### config.mk
export PLATFORM = sky130hd
export DESIGN_NAME = tryPadTop
export DESIGN_NICKNAME = d
export VERILOG_FILES = /design/src/verilog/tryPadPkg.sv /design/src/verilog/spiCsrBridge.sv /design/src/verilog/usiBus.sv /design/src/verilog/switchGpioBlock.sv /design/src/verilog/sysTimerBlock.sv /design/src/verilog/tryPadTop.sv
export VERILOG_INCLUDE_DIRS = /design/src /design/src/include
export SDC_FILE = /design/constraint.sdc
export NUM_CORES = 1
export LEC_CHECK = 0
export BUFFER_PORTS_ARGS = -buffer_cell sky130_fd_sc_hd__buf_2
export CAP_MARGIN = 40
export CORE_MARGIN = 2
export CORE_UTILIZATION = 35
export CTS_BUF_LIST = sky130_fd_sc_hd__clkbuf_16
export DETAILED_ROUTE_END_ITERATION = 12
export PLACE_DENSITY = 0.58
export SKIP_LAST_GASP = 1
export SLEW_MARGIN = 20
export SYNTH_ARGS = -nofsm -noshare
export SYNTH_HDL_FRONTEND = slang
export SYNTH_SLANG_ARGS = --single-unit
### constraint.sdc
create_clock -name iMCLK -period 2.8 [get_ports iMCLK]
set_input_delay 0.28 -clock iMCLK [delete_from_list [all_inputs] [get_ports iMCLK]]
set_output_delay 0.28 -clock iMCLK [all_outputs]
set_load 0.01 [all_outputs]
### src/include/tryPad_config.svh
`ifndef TRYPAD_CONFIG_SVH
`define TRYPAD_CONFIG_SVH

// ----------------------------------------------------------
// Register bus geometry
// ----------------------------------------------------------
// Data and address words share one width
`define USI_BUS_WIDTH		32
// Block select field in the address word
`define BLOCK_ADRS_WIDTH	3
// In-block CSR address field
`define CSR_ADRS_WIDTH		16
// Low CSR bits that each block actually decodes
`define CSR_ACTIVE_WIDTH	8

// Block map codes
`define GPIO_ADRS_MAP		3'd0
`define TIMER_ADRS_MAP		3'd4

// ----------------------------------------------------------
// Identity and board options
// ----------------------------------------------------------
`define SYSTEM_VERSION		16'h0001
// ASCII "TP"
`define CUSTOM_CODE			16'h5450
`define EXT_SW_NUM			12
`define GPIO_WIDTH			4
// Cycles of iMCLK before a held switch counts as long press
`define LONG_PRESS_CYCLES	200

`endif

### src/verilog/tryPadPkg.sv
`include "tryPad_config.svh"

package tryPadPkg;

	// Reserved bits left over in the header word
	localparam int usiRsvWidth = `USI_BUS_WIDTH - 1 - `BLOCK_ADRS_WIDTH - `CSR_ADRS_WIDTH;

	// One register bus word
	typedef logic [`USI_BUS_WIDTH-1:0] usiWordT;

	// Access header, also the bus address word
	typedef struct packed
	{
		// 1 = write, 0 = read
		logic wrFlag;
		logic [usiRsvWidth-1:0] reserved;
		// Target block code
		logic [`BLOCK_ADRS_WIDTH-1:0] blockSel;
		// Register offset inside the block
		logic [`CSR_ADRS_WIDTH-1:0] csrAdrs;
	} usiAdrsT;

	// ----------------------------------------------------------
	// SPI shift register views
	// ----------------------------------------------------------
	// Header phase decodes the word as an address
	// Data phase treats it as a plain word
	typedef union packed
	{
		usiAdrsT adrs;
		usiWordT word;
	} spiFrameU;

endpackage

### src/verilog/spiCsrBridge.sv
`timescale 1ns/1ps
`include "tryPad_config.svh"

module spiCsrBridge
(
	input  logic				iMCLK,
	input  logic				qnARST,
	input  logic				iSpiSck,
	input  logic				iSpiMosi,
	input  logic				iSpiCsN,
	output logic				oSpiMiso,
	output tryPadPkg::usiAdrsT	usiAdrs,
	output tryPadPkg::usiWordT	usiWd,
	output logic				usiWr,
	output logic				usiRd,
	input  tryPadPkg::usiWordT	usiRdData,
	input  logic				usiRdVd
);
	import tryPadPkg::*;

	// Frame is header word then data word
	localparam int hdrBits = `USI_BUS_WIDTH;
	localparam int frameBits = 2 * `USI_BUS_WIDTH;
	localparam int cntWidth = $clog2(frameBits + 1);
	localparam logic [cntWidth-1:0] hdrLast = cntWidth'(hdrBits - 1);
	localparam logic [cntWidth-1:0] hdrEnd = cntWidth'(hdrBits);
	localparam logic [cntWidth-1:0] frameLast = cntWidth'(frameBits - 1);
	localparam logic [cntWidth-1:0] frameEnd = cntWidth'(frameBits);

	// Two sync stages, sck has one more for edge history
	logic [2:0]				sckSync;
	logic [1:0]				mosiSync;
	logic [1:0]				csNSync;
	logic					sckRise;
	logic					sckFall;
	logic					csActive;
	logic [cntWidth-1:0]	bitCnt;
	logic					readPhase;
	spiFrameU				frame;
	spiFrameU				shiftNext;

	// ----------------------------------------------------------
	// Pin oversampling
	// ----------------------------------------------------------
	always_ff @(posedge iMCLK or negedge qnARST)
	begin
		if (!qnARST)
		begin
			sckSync <= '0;
			mosiSync <= '0;
			// Idle bus is deselected
			csNSync <= '1;
		end
		else
		begin
			sckSync <= {sckSync[1:0], iSpiSck};
			mosiSync <= {mosiSync[0], iSpiMosi};
			csNSync <= {csNSync[0], iSpiCsN};
		end
	end

	assign sckRise = sckSync[1] & ~sckSync[2];
	assign sckFall = ~sckSync[1] & sckSync[2];
	assign csActive = ~csNSync[1];

	// MSB first, new bit enters at the bottom
	assign shiftNext.word = {frame.word[hdrBits-2:0], mosiSync[1]};

	// Data phase of a read, miso carries the returned word
	assign readPhase = (bitCnt >= hdrEnd) & ~usiAdrs.wrFlag;

	// ----------------------------------------------------------
	// Bit counter and bus access issue
	// ----------------------------------------------------------
	always_ff @(posedge iMCLK or negedge qnARST)
	begin
		if (!qnARST)
		begin
			bitCnt <= '0;
			usiAdrs <= '0;
			usiWr <= 1'b0;
			usiRd <= 1'b0;
			oSpiMiso <= 1'b0;
		end
		else
		begin
			// Access strobes are single cycle
			usiWr <= 1'b0;
			usiRd <= 1'b0;
			// csN high drops any partial frame
			if (!csActive)
			begin
				bitCnt <= '0;
			end
			else if (sckRise && bitCnt != frameEnd)
			begin
				bitCnt <= bitCnt + 1'b1;
			end
			// 32nd bit completes the header
			if (csActive && sckRise && bitCnt == hdrLast)
			begin
				usiAdrs <= shiftNext.adrs;
				usiRd <= ~shiftNext.adrs.wrFlag;
			end
			// 64th bit completes the write data
			if (csActive && sckRise && bitCnt == frameLast && usiAdrs.wrFlag)
			begin
				usiWr <= 1'b1;
			end
			oSpiMiso <= csActive & readPhase & frame.word[hdrBits-1];
		end
	end

	// Write data captured with the last bit
	always_ff @(posedge iMCLK or negedge qnARST)
	begin
		if (!qnARST)
		begin
			usiWd <= '0;
		end
		else if (csActive && sckRise && bitCnt == frameLast)
		begin
			usiWd <= shiftNext.word;
		end
	end

	// ----------------------------------------------------------
	// Shift register
	// ----------------------------------------------------------
	always_ff @(posedge iMCLK or negedge qnARST)
	begin
		if (!qnARST)
		begin
			frame.word <= '0;
		end
		// Read word lands before the first data falling edge
		else if (usiRdVd)
		begin
			frame.word <= usiRdData;
		end
		else if (csActive && sckRise && !readPhase && bitCnt != frameEnd)
		begin
			frame <= shiftNext;
		end
		// Hold MSB for bit 33, then step on each falling edge
		else if (csActive && sckFall && readPhase && bitCnt > hdrEnd)
		begin
			frame.word <= {frame.word[hdrBits-2:0], 1'b0};
		end
	end

endmodule

### src/verilog/usiBus.sv
`timescale 1ns/1ps
`include "tryPad_config.svh"

module usiBus
(
	input  logic				iMCLK,
	input  logic				qnARST,
	input  tryPadPkg::usiAdrsT	usiAdrs,
	input  tryPadPkg::usiWordT	usiWd,
	input  logic				usiWr,
	input  logic				usiRd,
	input  tryPadPkg::usiWordT	gpioRd,
	input  tryPadPkg::usiWordT	timerRd,
	output tryPadPkg::usiAdrsT	slvAdrs,
	output tryPadPkg::usiWordT	slvWd,
	output logic				slvWr,
	output logic				slvRd,
	output tryPadPkg::usiWordT	usiRdData,
	output logic				usiRdVd
);

	// Block code of the read in its second stage
	logic [`BLOCK_ADRS_WIDTH-1:0] rdBlkQ;

	// ----------------------------------------------------------
	// Stage 1 broadcast to all slaves
	// ----------------------------------------------------------
	always_ff @(posedge iMCLK or negedge qnARST)
	begin
		if (!qnARST)
		begin
			slvAdrs <= '0;
			slvWd <= '0;
			slvWr <= 1'b0;
			slvRd <= 1'b0;
			rdBlkQ <= '0;
			usiRdVd <= 1'b0;
		end
		else
		begin
			slvAdrs <= usiAdrs;
			slvWd <= usiWd;
			slvWr <= usiWr;
			slvRd <= usiRd;
			// Follows slvRd so back to back reads keep their own code
			rdBlkQ <= slvAdrs.blockSel;
			// Stage 2 pending flag, slave data is ready here
			usiRdVd <= slvRd;
		end
	end

	// ----------------------------------------------------------
	// Read return mux
	// ----------------------------------------------------------
	always_comb
	begin
		case (rdBlkQ)
			`GPIO_ADRS_MAP:		usiRdData = gpioRd;
			`TIMER_ADRS_MAP:	usiRdData = timerRd;
			// Unmapped block
			default:			usiRdData = '0;
		endcase
	end

endmodule

### src/verilog/switchGpioBlock.sv
`timescale 1ns/1ps
`include "tryPad_config.svh"

module switchGpioBlock
(
	input  logic					iMCLK,
	input  logic					qnARST,
	input  tryPadPkg::usiAdrsT		slvAdrs,
	input  tryPadPkg::usiWordT		slvWd,
	input  logic					slvWr,
	input  logic					slvRd,
	input  logic [`EXT_SW_NUM-1:0]	iPushSw,
	output tryPadPkg::usiWordT		gpioRd,
	output logic [`GPIO_WIDTH-1:0]	oGpio
);
	import tryPadPkg::*;

	localparam int holdWidth = $clog2(`LONG_PRESS_CYCLES + 1);
	localparam logic [holdWidth-1:0] holdLast = holdWidth'(`LONG_PRESS_CYCLES - 1);
	// CSR offsets
	localparam logic [`CSR_ACTIVE_WIDTH-1:0] csrId = 'h00;
	localparam logic [`CSR_ACTIVE_WIDTH-1:0] csrLevel = 'h04;
	localparam logic [`CSR_ACTIVE_WIDTH-1:0] csrEdge = 'h08;
	localparam logic [`CSR_ACTIVE_WIDTH-1:0] csrLong = 'h0C;
	localparam logic [`CSR_ACTIVE_WIDTH-1:0] csrGpio = 'h10;

	logic							blockHit;
	logic							csrWr;
	logic [`CSR_ACTIVE_WIDTH-1:0]	csrSel;
	logic [`EXT_SW_NUM-1:0]			swMeta;
	logic [`EXT_SW_NUM-1:0]			swLevel;
	logic [`EXT_SW_NUM-1:0]			swPrev;
	logic [`EXT_SW_NUM-1:0]			swRise;
	logic [`EXT_SW_NUM-1:0]			longHit;
	logic [`EXT_SW_NUM-1:0]			edgeFlag;
	logic [`EXT_SW_NUM-1:0]			longFlag;
	logic [`EXT_SW_NUM-1:0]			edgeClr;
	logic [`EXT_SW_NUM-1:0]			longClr;
	logic [holdWidth-1:0]			holdCnt [`EXT_SW_NUM];
	usiWordT						rdNext;

	assign blockHit = (slvAdrs.blockSel == `GPIO_ADRS_MAP);
	assign csrSel = slvAdrs.csrAdrs[`CSR_ACTIVE_WIDTH-1:0];
	assign csrWr = slvWr & blockHit;
	// Write 1 to clear
	assign edgeClr = (csrWr && csrSel == csrEdge) ? slvWd[`EXT_SW_NUM-1:0] : '0;
	assign longClr = (csrWr && csrSel == csrLong) ? slvWd[`EXT_SW_NUM-1:0] : '0;
	assign swRise = swLevel & ~swPrev;

	// One cycle hit as a counter crosses the threshold
	always_comb
	begin
		for (int i = 0; i < `EXT_SW_NUM; i++)
		begin
			longHit[i] = swLevel[i] && (holdCnt[i] == holdLast);
		end
	end

	// ----------------------------------------------------------
	// Switch sync, flags and GPIO register
	// ----------------------------------------------------------
	always_ff @(posedge iMCLK or negedge qnARST)
	begin
		if (!qnARST)
		begin
			swMeta <= '0;
			swLevel <= '0;
			swPrev <= '0;
			edgeFlag <= '0;
			longFlag <= '0;
			oGpio <= '0;
			for (int i = 0; i < `EXT_SW_NUM; i++)
			begin
				holdCnt[i] <= '0;
			end
		end
		else
		begin
			swMeta <= iPushSw;
			swLevel <= swMeta;
			swPrev <= swLevel;
			// New events win over a clear in the same cycle
			edgeFlag <= (edgeFlag & ~edgeClr) | swRise;
			longFlag <= (longFlag & ~longClr) | longHit;
			// Hold counter saturates one past the threshold
			for (int i = 0; i < `EXT_SW_NUM; i++)
			begin
				if (!swLevel[i])
					holdCnt[i] <= '0;
				else if (holdCnt[i] != holdWidth'(`LONG_PRESS_CYCLES))
					holdCnt[i] <= holdCnt[i] + 1'b1;
			end
			if (csrWr && csrSel == csrGpio)
			begin
				oGpio <= slvWd[`GPIO_WIDTH-1:0];
			end
		end
	end

	// ----------------------------------------------------------
	// CSR read
	// ----------------------------------------------------------
	always_comb
	begin
		case (csrSel)
			csrId:		rdNext = {`SYSTEM_VERSION, `CUSTOM_CODE};
			csrLevel:	rdNext = usiWordT'(swLevel);
			csrEdge:	rdNext = usiWordT'(edgeFlag);
			csrLong:	rdNext = usiWordT'(longFlag);
			csrGpio:	rdNext = usiWordT'(oGpio);
			default:	rdNext = '0;
		endcase
	end

	// Read word ready one cycle after slvRd
	always_ff @(posedge iMCLK or negedge qnARST)
	begin
		if (!qnARST)
		begin
			gpioRd <= '0;
		end
		else if (slvRd && blockHit)
		begin
			gpioRd <= rdNext;
		end
	end

endmodule

### src/verilog/sysTimerBlock.sv
`timescale 1ns/1ps
`include "tryPad_config.svh"

module sysTimerBlock
(
	input  logic				iMCLK,
	input  logic				qnARST,
	input  tryPadPkg::usiAdrsT	slvAdrs,
	input  tryPadPkg::usiWordT	slvWd,
	input  logic				slvWr,
	input  logic				slvRd,
	output tryPadPkg::usiWordT	timerRd,
	output logic				oTimerIrq
);
	import tryPadPkg::*;

	// CSR offsets
	localparam logic [`CSR_ACTIVE_WIDTH-1:0] csrCount = 'h00;
	localparam logic [`CSR_ACTIVE_WIDTH-1:0] csrCtrl = 'h04;
	localparam logic [`CSR_ACTIVE_WIDTH-1:0] csrCmp = 'h08;
	localparam logic [`CSR_ACTIVE_WIDTH-1:0] csrStat = 'h0C;

	logic							blockHit;
	logic							csrWr;
	logic [`CSR_ACTIVE_WIDTH-1:0]	csrSel;
	logic							cntEn;
	logic							irqEn;
	logic							matchFlag;
	logic							statClr;
	usiWordT						cntQ;
	usiWordT						cmpQ;
	usiWordT						rdNext;

	assign blockHit = (slvAdrs.blockSel == `TIMER_ADRS_MAP);
	assign csrSel = slvAdrs.csrAdrs[`CSR_ACTIVE_WIDTH-1:0];
	assign csrWr = slvWr & blockHit;
	assign statClr = csrWr && csrSel == csrStat && slvWd[0];

	// ----------------------------------------------------------
	// Counter, control and match
	// ----------------------------------------------------------
	always_ff @(posedge iMCLK or negedge qnARST)
	begin
		if (!qnARST)
		begin
			cntQ <= '0;
			cmpQ <= '0;
			cntEn <= 1'b0;
			irqEn <= 1'b0;
			matchFlag <= 1'b0;
		end
		else
		begin
			// Any write to the counter restarts it from zero
			if (csrWr && csrSel == csrCount)
				cntQ <= '0;
			else if (cntEn)
				cntQ <= cntQ + 1'b1;
			if (csrWr && csrSel == csrCtrl)
			begin
				cntEn <= slvWd[0];
				irqEn <= slvWd[1];
			end
			if (csrWr && csrSel == csrCmp)
			begin
				cmpQ <= slvWd;
			end
			// Sticky, only a running counter can match
			matchFlag <= (matchFlag & ~statClr) | (cntEn & (cntQ == cmpQ));
		end
	end

	assign oTimerIrq = matchFlag & irqEn;

	// ----------------------------------------------------------
	// CSR read
	// ----------------------------------------------------------
	always_comb
	begin
		case (csrSel)
			csrCount:	rdNext = cntQ;
			csrCtrl:	rdNext = usiWordT'({irqEn, cntEn});
			csrCmp:		rdNext = cmpQ;
			csrStat:	rdNext = usiWordT'(matchFlag);
			default:	rdNext = '0;
		endcase
	end

	// Read word ready one cycle after slvRd
	always_ff @(posedge iMCLK or negedge qnARST)
	begin
		if (!qnARST)
		begin
			timerRd <= '0;
		end
		else if (slvRd && blockHit)
		begin
			timerRd <= rdNext;
		end
	end

endmodule

### src/verilog/tryPadTop.sv
`timescale 1ns/1ps
`include "tryPad_config.svh"

module tryPadTop
(
	input  logic					iMCLK,
	input  logic					qnARST,
	input  logic					iSpiSck,
	input  logic					iSpiMosi,
	input  logic					iSpiCsN,
	input  logic [`EXT_SW_NUM-1:0]	iPushSw,
	output logic					oSpiMiso,
	output logic [`GPIO_WIDTH-1:0]	oGpio,
	output logic					oTimerIrq
);
	import tryPadPkg::*;

	// Master side of the register bus
	usiAdrsT	usiAdrs;
	usiWordT	usiWd;
	logic		usiWr;
	logic		usiRd;
	usiWordT	usiRdData;
	logic		usiRdVd;
	// Slave side broadcast and read returns
	usiAdrsT	slvAdrs;
	usiWordT	slvWd;
	logic		slvWr;
	logic		slvRd;
	usiWordT	gpioRd;
	usiWordT	timerRd;

	// ----------------------------------------------------------
	// Host SPI bridge, the only bus master
	// ----------------------------------------------------------
	spiCsrBridge uBridge
	(
		.iMCLK(iMCLK),			.qnARST(qnARST),
		.iSpiSck(iSpiSck),		.iSpiMosi(iSpiMosi),
		.iSpiCsN(iSpiCsN),		.oSpiMiso(oSpiMiso),
		.usiAdrs(usiAdrs),		.usiWd(usiWd),
		.usiWr(usiWr),			.usiRd(usiRd),
		.usiRdData(usiRdData),	.usiRdVd(usiRdVd)
	);

	usiBus uBus
	(
		.iMCLK(iMCLK),			.qnARST(qnARST),
		.usiAdrs(usiAdrs),		.usiWd(usiWd),
		.usiWr(usiWr),			.usiRd(usiRd),
		.gpioRd(gpioRd),		.timerRd(timerRd),
		.slvAdrs(slvAdrs),		.slvWd(slvWd),
		.slvWr(slvWr),			.slvRd(slvRd),
		.usiRdData(usiRdData),	.usiRdVd(usiRdVd)
	);

	// ----------------------------------------------------------
	// Peer register blocks
	// ----------------------------------------------------------
	switchGpioBlock uGpio
	(
		.iMCLK(iMCLK),			.qnARST(qnARST),
		.slvAdrs(slvAdrs),		.slvWd(slvWd),
		.slvWr(slvWr),			.slvRd(slvRd),
		.iPushSw(iPushSw),		.gpioRd(gpioRd),
		.oGpio(oGpio)
	);

	sysTimerBlock uTimer
	(
		.iMCLK(iMCLK),			.qnARST(qnARST),
		.slvAdrs(slvAdrs),		.slvWd(slvWd),
		.slvWr(slvWr),			.slvRd(slvRd),
		.timerRd(timerRd),		.oTimerIrq(oTimerIrq)
	);

endmodule

==> flow_metrics.py, run 1 <==
metrics = {
    "timing": {
        "final_hold_viol_count": 0,
        "max-slew-margin-rel_pct": 48.3,
        "final-setup-viol-count": 0,
        "finClkSkew_ns": 0.0107,
        "finalWorstPathRequiredPeriod_ns": 2.51,
        "timing.final.max_slew_violations": 0,
        "worst_pin_slew_ns": 0.775,
        "rsz0062_at_grt": "false",
        "layout_worst_path_cycle_share_pct": 89.6,
        "setup_total_negative_slack_ns": 0,
        "timing.fmax_mhz": 399,
    },
    "floorplanning": {
        "floorplan.rows": 82,
        "height_of_the_chip_um": 230,
        "design.core.area_mm2": 0.0504,
        "floorplan.initialDensity_pct": 35.5,
        "die-area_mm2": 0.0530,
        "die_width_um": 230,
        "ios": 23,
    },
    "setup_path": {
        "worst-endpoint-required_ns": 3.29,
        "path_class": "reg -> reg",
        "path_max_fanout": 22,
        "worst_path_largest_cell_delay_ns": 0.44,
        "critPathTopFamily": "simple AND/OR/NAND/NOR gates",
        "worst_ep_arrival_time_ns": 3.00,
        "critical_path_cell_list": "inv_1 -> ha_1 -> nor4b_1 -> a2111oi_0 -> buf_4 -> nor3_4 -> buf_4 -> nor2_1 -> a21oi_1",
        "slowest_stage": "sky130_fd_sc_hd__nor3_4",
        "critPathLaunchType": "flop",
        "path_buf_inv": 3,
        "cpMostUsedCell": "sky130_fd_sc_hd__buf_4",
        "endpoint_kind": "flop",
    },
    "synth": {
        "synthDominantAreaCellType": "sky130_fd_sc_hd__dfrtp_1",
        "synth_ff_type": "sky130_fd_sc_hd__dfrtp_1",
        "edff_count_synth": 0,
        "synth-simple-area-share_pct": 15.0,
        "synth_mux_area_share_pct": 8.91,
        "synth_commonest_cells": "sky130_fd_sc_hd__dfrtp_1, sky130_fd_sc_hd__nand2_1, sky130_fd_sc_hd__xnor2_1",
        "syn-instance-count": 1550,
        "synthAdderAreaFrac_pct": 1.89,
        "syn_avg_cell_area_um2": 11.6,
        "synth.distinct_cells": 57,
        "syn-num-nets": 1594,
        "synth-seq-cells": 414,
        "synth_top_cells_by_area": "sky130_fd_sc_hd__dfrtp_1, sky130_fd_sc_hd__mux2_2, sky130_fd_sc_hd__xnor2_1",
        "share_of_the_synthesized_area_in_compound_gates_ao_oa_aoi_oai_pct": 6.68,
        "synth_xor_xnor_area_share_pct": 6.75,
        "yosysTopAreaCellShare_pct": 57.6,
        "synth_most_common_cell": "sky130_fd_sc_hd__dfrtp_1",
        "mappedNetlistArea_mm2": 0.0179,
        "register_area_share_after_synthesis_pct": 57.9,
        "async_flop_share_pct": 100,
        "main_combinational_cell_family_by_area_after_synthesis": "simple AND/OR/NAND/NOR gates",
        "yosys_warnings": 0,
    },
    "route": {
        "vias_per_cell": 4.92,
        "wl_met2_um": 17000,
        "routedLengthMet1_um": 18600,
        "avgRoutedWirePerCell_um": 16.3,
        "postRouteAntennaNets": 0,
        "route.met3.wl_um": 1180,
        "routed_vias": 11359,
        "route.final.wire_length_um": 37700,
        "firstDrtPassIters": 5,
        "drc_errors": 0,
        "drt-initial-drc-count": 758,
        "top_signal_layer_used": "met4",
    },
    "power": {
        "clockPowerShare_pct": 45.4,
        "irDropWorstVdd_uv": 448,
        "switching_share_pct": 22.9,
        "power_density_mw_per_mm2": 613,
        "internal-power_w": 0.00968,
        "p_switching_w": 0.00288,
        "share_seq_of_total_power_pct": 50.6,
        "power_leakage_nw": 9.33,
        "comb_power_share_pct": 4.1,
    },
    "global_routing": {
        "grt_remaining_overflow": 0,
        "grt_pass1_wl_um": 63500,
        "grt_max_degree": 77,
        "grt.total_usage_pct": 14.7,
        "via_count_of_the_first_global_routing_pass": 11704,
        "grt_antenna_before_repair": 0,
    },
    "layout": {
        "multiInputGateArea_mm2": 0.00704,
        "final_core_density_pct": 40.7,
        "final_layout_size_suffix_gt1_share_pct": 13.4,
        "area_growth_syn_to_layout_pct": 14.4,
        "final_design_area_no_fill_mm2": 0.0205,
        "stdcell_count": 2311,
        "nets": 1647,
        "number_of_antenna_repair_diodes": 0,
        "sequential_cell_area_mm2": 0.0104,
        "number_of_filler_cells_placed_in_the_layout": 4753,
    },
    "job": {
        "cap_violations": 0,
    },
    "clock_tree": {
        "tritoncts_clock_tree": "done",
        "clkLatencyLatePin_ns": 0.57,
        "clock_root_buffer": "sky130_fd_sc_hd__clkbuf_16",
        "cts_htree_levels": 2,
        "cts.repair_timing.setup_buffer_count": 0,
        "clock_tree.buffer_depth": 3,
        "clock_sink_count": 414,
        "number_of_buffers_added_by_the_clock_tree_synthesis_step": 45,
        "worst_setup_hold_path_clk_slew_ns": 0.06,
    },
    "worst_hold_path": {
        "timing.hold.worst.class": "in -> async",
    },
    "place": {
        "detailed_place.area_mm2": 0.0189,
        "hpwl_after_detailed_placement_um": 25300,
        "place.port_buffers": 22,
        "dp.cells": 2211,
        "gp_congestion": 0.839,
    },
    "outcome": {
        "outcome": "completed",
    },
}
[layout make-up]
class / count / area share [%]
sequential: 414 / 50.6
multi-input combinational: 1011 / 34.4
clock buffer: 47 / 5.74
tap: 672 / 4.10
timing repair buffer: 74 / 3.03
clock inverter: 36 / 1.13
inverter: 57 / 1.04
[what timing repair did]
item	in CTS	in global routing
hold buffers	16	0
gates resized for setup	0	1
endpoints found under the hold margin	81	0
endpoints found under the setup margin	0	14
[registers in the layout, summed over array words and instances (netlist names), 13 cells and up]
signal and count:
uGpio.gpioRd 13, uBus.slvWd 32, uTimer.cntQ 32, uTimer.cmpQ 32, uBridge.frame 32, uGpio.holdCnt 96
uBridge.usiWd 32, uTimer.timerRd 32
[per-layer routing]
layer / track usage [%] / vias to the layer above
li1: - / 5429
met5: 0 / -
met3: 2.37 / 64
met1: 20.7 / 5730
met2: 23.1 / 136
met4: 5.14 / 0
[layout by cell type, fill, tap and decap left out, drive strengths merged, types with 7 or more instances in the layout]
| cell | n |
|---|---|
| nand2b | 8 |
| a21oi | 21 |
| dfrtp | 412 |
| nor3 | 20 |
| buf | 58 |
| clkbuf | 47 |
| a22o | 12 |
| inv | 69 |
| o22ai | 15 |
| o21ai | 65 |
| xnor2 | 90 |
| and4 | 7 |
| a22oi | 27 |
| nor2 | 77 |
| xor2 | 48 |
| dlygate4sd3 | 16 |
| o2bb2ai | 13 |
| nand3 | 78 |
| mux2 | 89 |
| nor2b | 21 |
| nand4 | 22 |
| nand2 | 128 |
| or3 | 10 |
| mux2i | 57 |
| and2 | 75 |
| clkinv | 21 |
| ha | 27 |
| nor4 | 10 |
| nand4b | 10 |
| and3 | 34 |
| o31ai | 9 |
[power groups by stage]
stage | registers [W] | clock network, W | logic, W
4_1_cts | 0.00635 | 0.00585 | 0.000524
5_1_grt | 0.00638 | 0.00614 | 0.000598
2_1_floorplan | 0.00637 | 0 | 0.000304
3_3_place_gp | 0.00645 | 0 | 0.000490
3_5_place_dp | 0.00646 | 0 | 0.000505
6_report | 0.00635 | 0.00570 | 0.000509
[worst paths after layout]
kind                       cells after the start                          start  slack [ns]                      endpoint
max in group asynchronous                      3                         qnARST        1.62  uBridge.csNSync[0]$_DFF_PN1_
setup / recovery                               9  uBridge.bitCnt[0]$_DFFE_PN0P_        0.29  uBridge.frame[1]$_DFFE_PN0P_
hold reg to reg                                0      uGpio.swMeta[0]$_DFF_PN0_        0.35    uGpio.swLevel[0]$_DFF_PN0_
hold / removal                                 2                         qnARST        0.30    uTimer.cmpQ[1]$_DFFE_PN0P_
min in group iMCLK                             0      uGpio.swMeta[0]$_DFF_PN0_        0.35    uGpio.swLevel[0]$_DFF_PN0_
setup reg to reg                               9  uBridge.bitCnt[0]$_DFFE_PN0P_        0.29  uBridge.frame[1]$_DFFE_PN0P_
[worst register-to-register path, delay by kind of cell, from the launching register on]
family,cells,cell delay [ns]
and+or+nand+nor,3,0.95
buffers and inverters,3,0.60
adders and majority gates,1,0.13
DFF,1,0.41
AOI/OAI and AO/OA,2,0.35
[metrics by stage]
stage               hold WS (ns)  total power (W)  worst slack [ns]
floorplan                -0.0156          0.00668             0.644
detailed placement         0.335          0.00696             0.102
global route               0.343           0.0131            0.0236
finish                     0.299           0.0126             0.292
CTS                        0.310           0.0127            0.0934
global placement           0.333          0.00694             0.206
[kinds of logic after synthesis]
family                     count (synthesis)
buffers and inverters                    125
adders and majority gates                 27
DFF                                      414
and+or+nand+nor                          515
xor gates and xnor gates                 138
muxes                                    147
AOI/OAI and AO/OA                        184
No activity file was read; power rests on OpenSTA's default activity.
==> run 2: changes to the inputs <==
Clock period 2.8 ns to 2.86 ns, I/O delays scaled along.
==> run 2 against run 1 <==
  * Register-to-register slack barely moved
  * Hold slack better by 0.0097 ns
  * Combinational power is 3% lower
  * Flip-flop and latch count unchanged
  * Cell count decreased by 0.30%
  * Core utilization barely moved
  * Clock skew grew 0.0045 ns
  * Non-clock buffer count is 2 lower
  * Worst setup slack got worse by 0.00099 ns
  * Via count is 0.50% higher
  * Clock power decreased by 1%
  * Power shrank 1.6%
  * Critical path type unchanged
  * Largest cell class unchanged
==> flow_metrics.py, run 2 (synthesis results as in run 1) <==
metrics = {
    "timing": {
        "timing.fmax_mhz": 389,
        "final_hold_viol_count": 0,
        "max-slew-margin-rel_pct": 45.5,
        "finClkSkew_ns": 0.0153,
        "rsz0062_at_grt": "false",
        "layout_worst_path_cycle_share_pct": 89.8,
        "worst_pin_slew_ns": 0.798,
        "final-setup-viol-count": 0,
        "timing.final.max_slew_violations": 0,
        "finalWorstPathRequiredPeriod_ns": 2.57,
        "setup_total_negative_slack_ns": 0,
    },
    "layout": {
        "leading_cell_type_in_the_layout_fill_and_taps_excluded": "sky130_fd_sc_hd__dfrtp_1",
        "multiInputGateArea_mm2": 0.00703,
        "largest_register": "uGpio.holdCnt",
        "number_of_antenna_repair_diodes": 0,
        "number_of_filler_cells_placed_in_the_layout": 4723,
        "sequential_cell_area_mm2": 0.0104,
        "largest_reg_flops": 96,
        "most-common-layout-cells": "sky130_fd_sc_hd__dfrtp_1, sky130_fd_sc_hd__nand2_1, sky130_fd_sc_hd__xnor2_1",
        "final_layout_size_suffix_gt1_share_pct": 13.7,
        "area_growth_syn_to_layout_pct": 14.3,
        "nets": 1645,
        "stdcell_count": 2304,
    },
    "global_routing": {
        "grt_antenna_before_repair": 0,
        "via_count_of_the_first_global_routing_pass": 11658,
        "grt.total_usage_pct": 14.6,
        "grt_remaining_overflow": 0,
        "grt_pass1_wl_um": 62800,
        "grt_max_degree": 84,
    },
    "power": {
        "switching_share_pct": 22.7,
        "clockPowerShare_pct": 45.6,
        "share_seq_of_total_power_pct": 50.4,
        "power_density_mw_per_mm2": 603,
        "irDropWorstVdd_uv": 393,
        "power_leakage_nw": 9.30,
        "p_switching_w": 0.00280,
        "internal-power_w": 0.00955,
        "comb_power_share_pct": 4.0,
    },
    "setup_path": {
        "path_max_fanout": 22,
        "slowest_stage": "sky130_fd_sc_hd__nor3_2",
        "worst_ep_arrival_time_ns": 3.06,
        "critical_path.reg2reg.startpoint": "uBridge.bitCnt[0]$_DFFE_PN0P_",
        "r2r-end": "uBridge.frame[7]$_DFFE_PN0P_",
        "cp-endpoint": "uBridge.frame[7]$_DFFE_PN0P_",
        "critPathLaunchType": "flop",
        "endpoint_kind": "flop",
        "regToRegSetupSlack_ns": 0.29,
        "worst-endpoint-required_ns": 3.35,
        "path_class": "reg -> reg",
        "worstRegToRegCells": 9,
        "startpoint_of_the_most_critical_setup_path": "uBridge.bitCnt[0]$_DFFE_PN0P_",
        "worst_path_largest_cell_delay_ns": 0.50,
        "critical_path_cell_list": "inv_1 -> ha_1 -> nor4b_1 -> a2111oi_0 -> nor3_2 -> buf_6 -> buf_4 -> nor2_1 -> a21oi_1",
    },
    "floorplanning": {
        "die_width_um": 230,
        "floorplan.initialDensity_pct": 35.5,
        "design.core.area_mm2": 0.0504,
        "height_of_the_chip_um": 230,
        "ios": 23,
        "floorplan.rows": 82,
        "die-area_mm2": 0.0530,
    },
    "clock_tree": {
        "worst_setup_hold_path_clk_slew_ns": 0.06,
        "number_of_buffers_added_by_the_clock_tree_synthesis_step": 45,
        "tritoncts_clock_tree": "done",
        "clock_sink_count": 414,
        "cts.repair_timing.setup_buffer_count": 0,
        "clock_tree.buffer_depth": 3,
        "cts_htree_levels": 2,
        "clkLatencyLatePin_ns": 0.57,
        "clock_root_buffer": "sky130_fd_sc_hd__clkbuf_16",
    },
    "route": {
        "route.final.wire_length_um": 37600,
        "avgRoutedWirePerCell_um": 16.3,
        "postRouteAntennaNets": 0,
        "drc_errors": 0,
        "vias_per_cell": 4.95,
        "routed_vias": 11416,
        "drt-initial-drc-count": 750,
        "firstDrtPassIters": 5,
    },
    "place": {
        "dp.cells": 2209,
        "hpwl_after_detailed_placement_um": 25100,
        "place.port_buffers": 22,
        "gp_congestion": 0.799,
    },
    "job": {
        "cap_violations": 0,
    },
    "worst_hold_path": {
        "timing.hold.worst.class": "in -> async",
    },
    "outcome": {
        "outcome": "completed",
    },
}
==> run 2: per-stage QoR <==
step	setup WS [ns]	utilization, %	total power, W	area (um2)	hold slack, ns
3_5_place_dp	0.253	37.5	0.00681	18900	0.335
3_3_place_gp	0.0836	37.4	0.00679	18900	0.333
6_report	0.291	40.6	0.0123	20500	0.309
5_1_grt	0.0508	40.6	0.0129	20500	0.328
4_1_cts	0.251	40.6	0.0126	20500	0.319
2_1_floorplan	0.704	-	0.00654	17900	-0.00959
==> run 2: metal layers <==
metal | vias up | GRT usage (%) | routed length, um
met3 | 56 | 2.78 | 1370
li1 | 5436 | - | -
met5 | - | 0 | 0
met1 | 5781 | 20.8 | 18600
met4 | 0 | 4.01 | 805
met2 | 143 | 22.7 | 16800
==> run 2: what timing repair did <==
action                     4_1_cts  5_1_grt
setup endpoints to repair        0        0
hold endpoints to repair        90        0
gates resized for setup          0        0
hold buffers                    16        0
==> run 2: area by class of cell <==
class | count | share of cell area, %
Sequential cell | 414 | 50.6
Multi-Input combinational cell | 1011 | 34.4
Clock buffer | 45 | 5.50
Tap cell | 672 | 4.11
Timing Repair Buffer | 72 | 2.92
Clock inverter | 33 | 1.42
Inverter | 57 | 1.05
==> run 2: worst min path at each step <==
stage | start | endpoint | slack (ns) | cells after the start
after floorplan | qnARST | uBridge.bitCnt[0]$_DFFE_PN0P_ | -0.01 | 0
after detailed placement | uGpio.swMeta[0]$_DFF_PN0_ | uGpio.swLevel[0]$_DFF_PN0_ | 0.33 | 0
after CTS | iPushSw[8] | uGpio.swMeta[8]$_DFF_PN0_ | 0.32 | 2
after global routing | iPushSw[8] | uGpio.swMeta[8]$_DFF_PN0_ | 0.33 | 2
after global placement | uBridge.usiWr$_DFF_PN0_ | uBus.slvWr$_DFF_PN0_ | 0.33 | 0
final | qnARST | uGpio.holdCnt[69]$_DFFE_PN0P_ | 0.31 | 2
==> run 2: worst max-delay path: cells and delay by family (launching register included) <==
family / cells / cell delay, ns
AOI/OAI and AO/OA: 2 / 0.41
adders and majority gates: 1 / 0.13
buffers and inverters: 3 / 0.53
DFF: 1 / 0.41
and+or+nand+nor: 3 / 1.01
==> run 2: power groups by stage <==
stage / registers (W) / logic [W] / clock network (W)
after floorplan: 0.00624 / 0.000298 / 0
after global placement: 0.00632 / 0.000471 / 0
after detailed placement: 0.00632 / 0.000489 / 0
after CTS: 0.00622 / 0.000511 / 0.00582
after global routing: 0.00624 / 0.000578 / 0.00607
final: 0.00622 / 0.000496 / 0.00563
==> run 3: changes to the inputs <==
--- a/config.mk
+++ b/config.mk
@@ -10,8 +10,8 @@
 export CAP_MARGIN = 40
 export CORE_MARGIN = 2
-export CORE_UTILIZATION = 35
+export CORE_UTILIZATION = 56
 export CTS_BUF_LIST = sky130_fd_sc_hd__clkbuf_16
 export DETAILED_ROUTE_END_ITERATION = 12
-export PLACE_DENSITY = 0.58
+export PLACE_DENSITY = 0.81
 export SKIP_LAST_GASP = 1
 export SLEW_MARGIN = 20
==> constraint.sdc (replaced) <==
create_clock -name iMCLK -period 2.86 [get_ports iMCLK]
set_input_delay 0.572 -clock iMCLK [delete_from_list [all_inputs] [get_ports iMCLK]]
set_output_delay 0.572 -clock iMCLK [all_outputs]
set_load 0.01 [all_outputs]
==> run 3 against run 2 <==
  * Fmax grew 2.4%
  * Wire length shrank 4.0%
  * Sequential power is essentially flat
  * Clock power shrank 9.1%
  * Via count grew 2.2%
  * Core utilization grew 22 points
  * Largest power group unchanged
==> flow_metrics.py, run 3 (synthesis results as in run 1) <==
metrics = {
    "timing": {
        "rsz0062_at_grt": "false",
        "final-setup-viol-count": 0,
        "max-slew-margin-rel_pct": 49.0,
        "timing.final.max_slew_violations": 0,
        "setup_total_negative_slack_ns": 0,
        "final_hold_viol_count": 0,
        "layout_worst_path_cycle_share_pct": 87.7,
        "finalWorstPathRequiredPeriod_ns": 2.51,
        "worst_pin_slew_ns": 0.746,
        "finClkSkew_ns": 0.0220,
        "timing.fmax_mhz": 398,
    },
    "setup_path": {
        "path_max_fanout": 30,
        "worst_path_largest_cell_delay_ns": 0.66,
        "path_buf_inv": 0,
        "endpoint_kind": "flop",
        "critical_path_cell_list": "or4_4 -> or3_1 -> or3_4 -> o21ai_1",
        "worst-endpoint-required_ns": 3.31,
        "critPathLaunchType": "flop",
        "worst_ep_arrival_time_ns": 2.96,
        "path_class": "reg -> reg",
        "critPathTopFamily": "simple AND/OR/NAND/NOR gates",
        "slowest_stage": "sky130_fd_sc_hd__or3_4",
    },
    "power": {
        "p_switching_w": 0.00268,
        "irDropWorstVdd_uv": 369,
        "clockPowerShare_pct": 43.4,
        "power_leakage_nw": 9.13,
        "power_density_mw_per_mm2": 598,
        "internal-power_w": 0.00912,
        "comb_power_share_pct": 4.0,
        "share_seq_of_total_power_pct": 52.6,
        "switching_share_pct": 22.7,
    },
    "layout": {
        "most-common-layout-cells": "sky130_fd_sc_hd__dfrtp_1, sky130_fd_sc_hd__nand2_1, sky130_fd_sc_hd__xnor2_1",
        "number_of_antenna_repair_diodes": 0,
        "area_growth_syn_to_layout_pct": 10.2,
        "final_layout_size_suffix_gt1_share_pct": 12.6,
        "largest_reg_flops": 96,
        "nets": 1614,
        "stdcell_count": 2005,
        "largest_register": "uGpio.holdCnt",
        "leading_cell_type_in_the_layout_fill_and_taps_excluded": "sky130_fd_sc_hd__dfrtp_1",
    },
    "place": {
        "gp_congestion": 0.833,
        "hpwl_after_detailed_placement_um": 23600,
        "dp.cells": 1927,
        "place.port_buffers": 22,
    },
    "route": {
        "routed_vias": 11662,
        "wl_met2_um": 17100,
        "drc_errors": 0,
        "route.met3.wl_um": 1810,
        "routedLengthMet1_um": 16100,
        "top_signal_layer_used": "met4",
        "vias_per_cell": 5.82,
        "postRouteAntennaNets": 0,
        "drt-initial-drc-count": 957,
        "firstDrtPassIters": 7,
        "avgRoutedWirePerCell_um": 18.0,
        "route.final.wire_length_um": 36100,
    },
    "floorplanning": {
        "die-area_mm2": 0.0334,
        "design.core.area_mm2": 0.0316,
        "floorplan.initialDensity_pct": 56.8,
        "ios": 23,
        "die_width_um": 183,
        "height_of_the_chip_um": 183,
        "floorplan.rows": 65,
    },
    "global_routing": {
        "via_count_of_the_first_global_routing_pass": 11924,
        "grt_max_degree": 98,
        "grt_pass1_wl_um": 60900,
        "grt_antenna_before_repair": 0,
        "grt.total_usage_pct": 22.4,
        "grt_remaining_overflow": 0,
    },
    "clock_tree": {
        "clkLatencyLatePin_ns": 0.54,
        "number_of_buffers_added_by_the_clock_tree_synthesis_step": 42,
        "clock_root_buffer": "sky130_fd_sc_hd__clkbuf_16",
        "tritoncts_clock_tree": "done",
        "post_cts.resized_instances": 0,
        "cts_htree_levels": 2,
        "clock_sink_count": 414,
        "worst_setup_hold_path_clk_slew_ns": 0.06,
        "clock_tree.buffer_depth": 3,
    },
    "outcome": {
        "outcome": "completed",
    },
    "job": {
        "cap_violations": 0,
    },
    "worst_hold_path": {
        "timing.hold.worst.class": "in -> reg",
    },
}
==> run 3: repair_timing <==
item                                   in CTS  in global routing
hold buffers                                1                  0
setup buffers                               0                  0
endpoints found under the hold margin      41                  0
setup endpoints to repair                   0                  0
==> run 3: routing by layer <==
layer	track usage, %	vias up
met4	7.39	0
met3	3.42	76
met1	31.3	5928
met5	0	-
li1	-	5370
met2	36.5	288
==> run 3: final cells by class <==
| cell class | instances | area (um2) |
|---|---|---|
| fillers | 2341 | 11800 |
| flip-flops and latches | 414 | 10400 |
| multi-input cells | 1011 | 7030 |
| clock buffers | 43 | 1080 |
| well taps | 402 | 503 |
| repair buffers | 44 | 338 |
| inverters | 57 | 214 |
| clock inverters | 34 | 200 |
==> run 3: worst paths after layout <==
| kind | depth (start not counted) | slack, ns | to | start |
|---|---|---|---|---|
| worst max-delay path | 4 | 0.35 | uTimer.timerRd[10]$_DFFE_PN0P_ | uBus.slvAdrs[5]$_DFF_PN0_ |
| worst min-delay path | 1 | 0.14 | uGpio.swMeta[8]$_DFF_PN0_ | iPushSw[8] |
| worst max register to register | 4 | 0.35 | uTimer.timerRd[10]$_DFFE_PN0P_ | uBus.slvAdrs[5]$_DFF_PN0_ |
| worst min register to register | 0 | 0.35 | uBridge.sckSync[1]$_DFF_PN0_ | uBridge.sckSync[0]$_DFF_PN0_ |
| max in group asynchronous | 3 | 1.47 | uGpio.holdCnt[57]$_DFFE_PN0P_ | qnARST |
| min in group asynchronous | 2 | 0.55 | uGpio.holdCnt[34]$_DFFE_PN0P_ | qnARST |
==> run 3: through the flow <==
stage / area (um2) / setup WS (ns) / util [%] / power [W] / hold WS, ns
6_report: 19700 / 0.350 / 62.5 / 0.0118 / 0.135
5_1_grt: 19700 / 0.218 / 62.5 / 0.0123 / 0.122
2_1_floorplan: 17900 / 0.704 / - / 0.00654 / 0.276
3_3_place_gp: 18400 / 0.486 / 58.4 / 0.00676 / 0.331
3_5_place_dp: 18400 / 0.404 / 58.4 / 0.00679 / 0.335
4_1_cts: 19700 / 0.379 / 62.5 / 0.0119 / 0.121
==> run 3: power by group through the flow <==
stage	Sequential, W	Clock [W]	Combinational (W)
after floorplan	0.00624	0	0.000298
after global placement	0.00630	0	0.000462
after detailed placement	0.00631	0	0.000483
after CTS	0.00621	0.00521	0.000490
after global routing	0.00623	0.00547	0.000559
final	0.00621	0.00512	0.000477
==> run 3: worst register-to-register path, delay by kind of cell, from the launching register on <==
kind | cells | cell delay (ns)
flops | 1 | 0.36
compound gates | 1 | 0.24
simple gates | 3 | 1.83
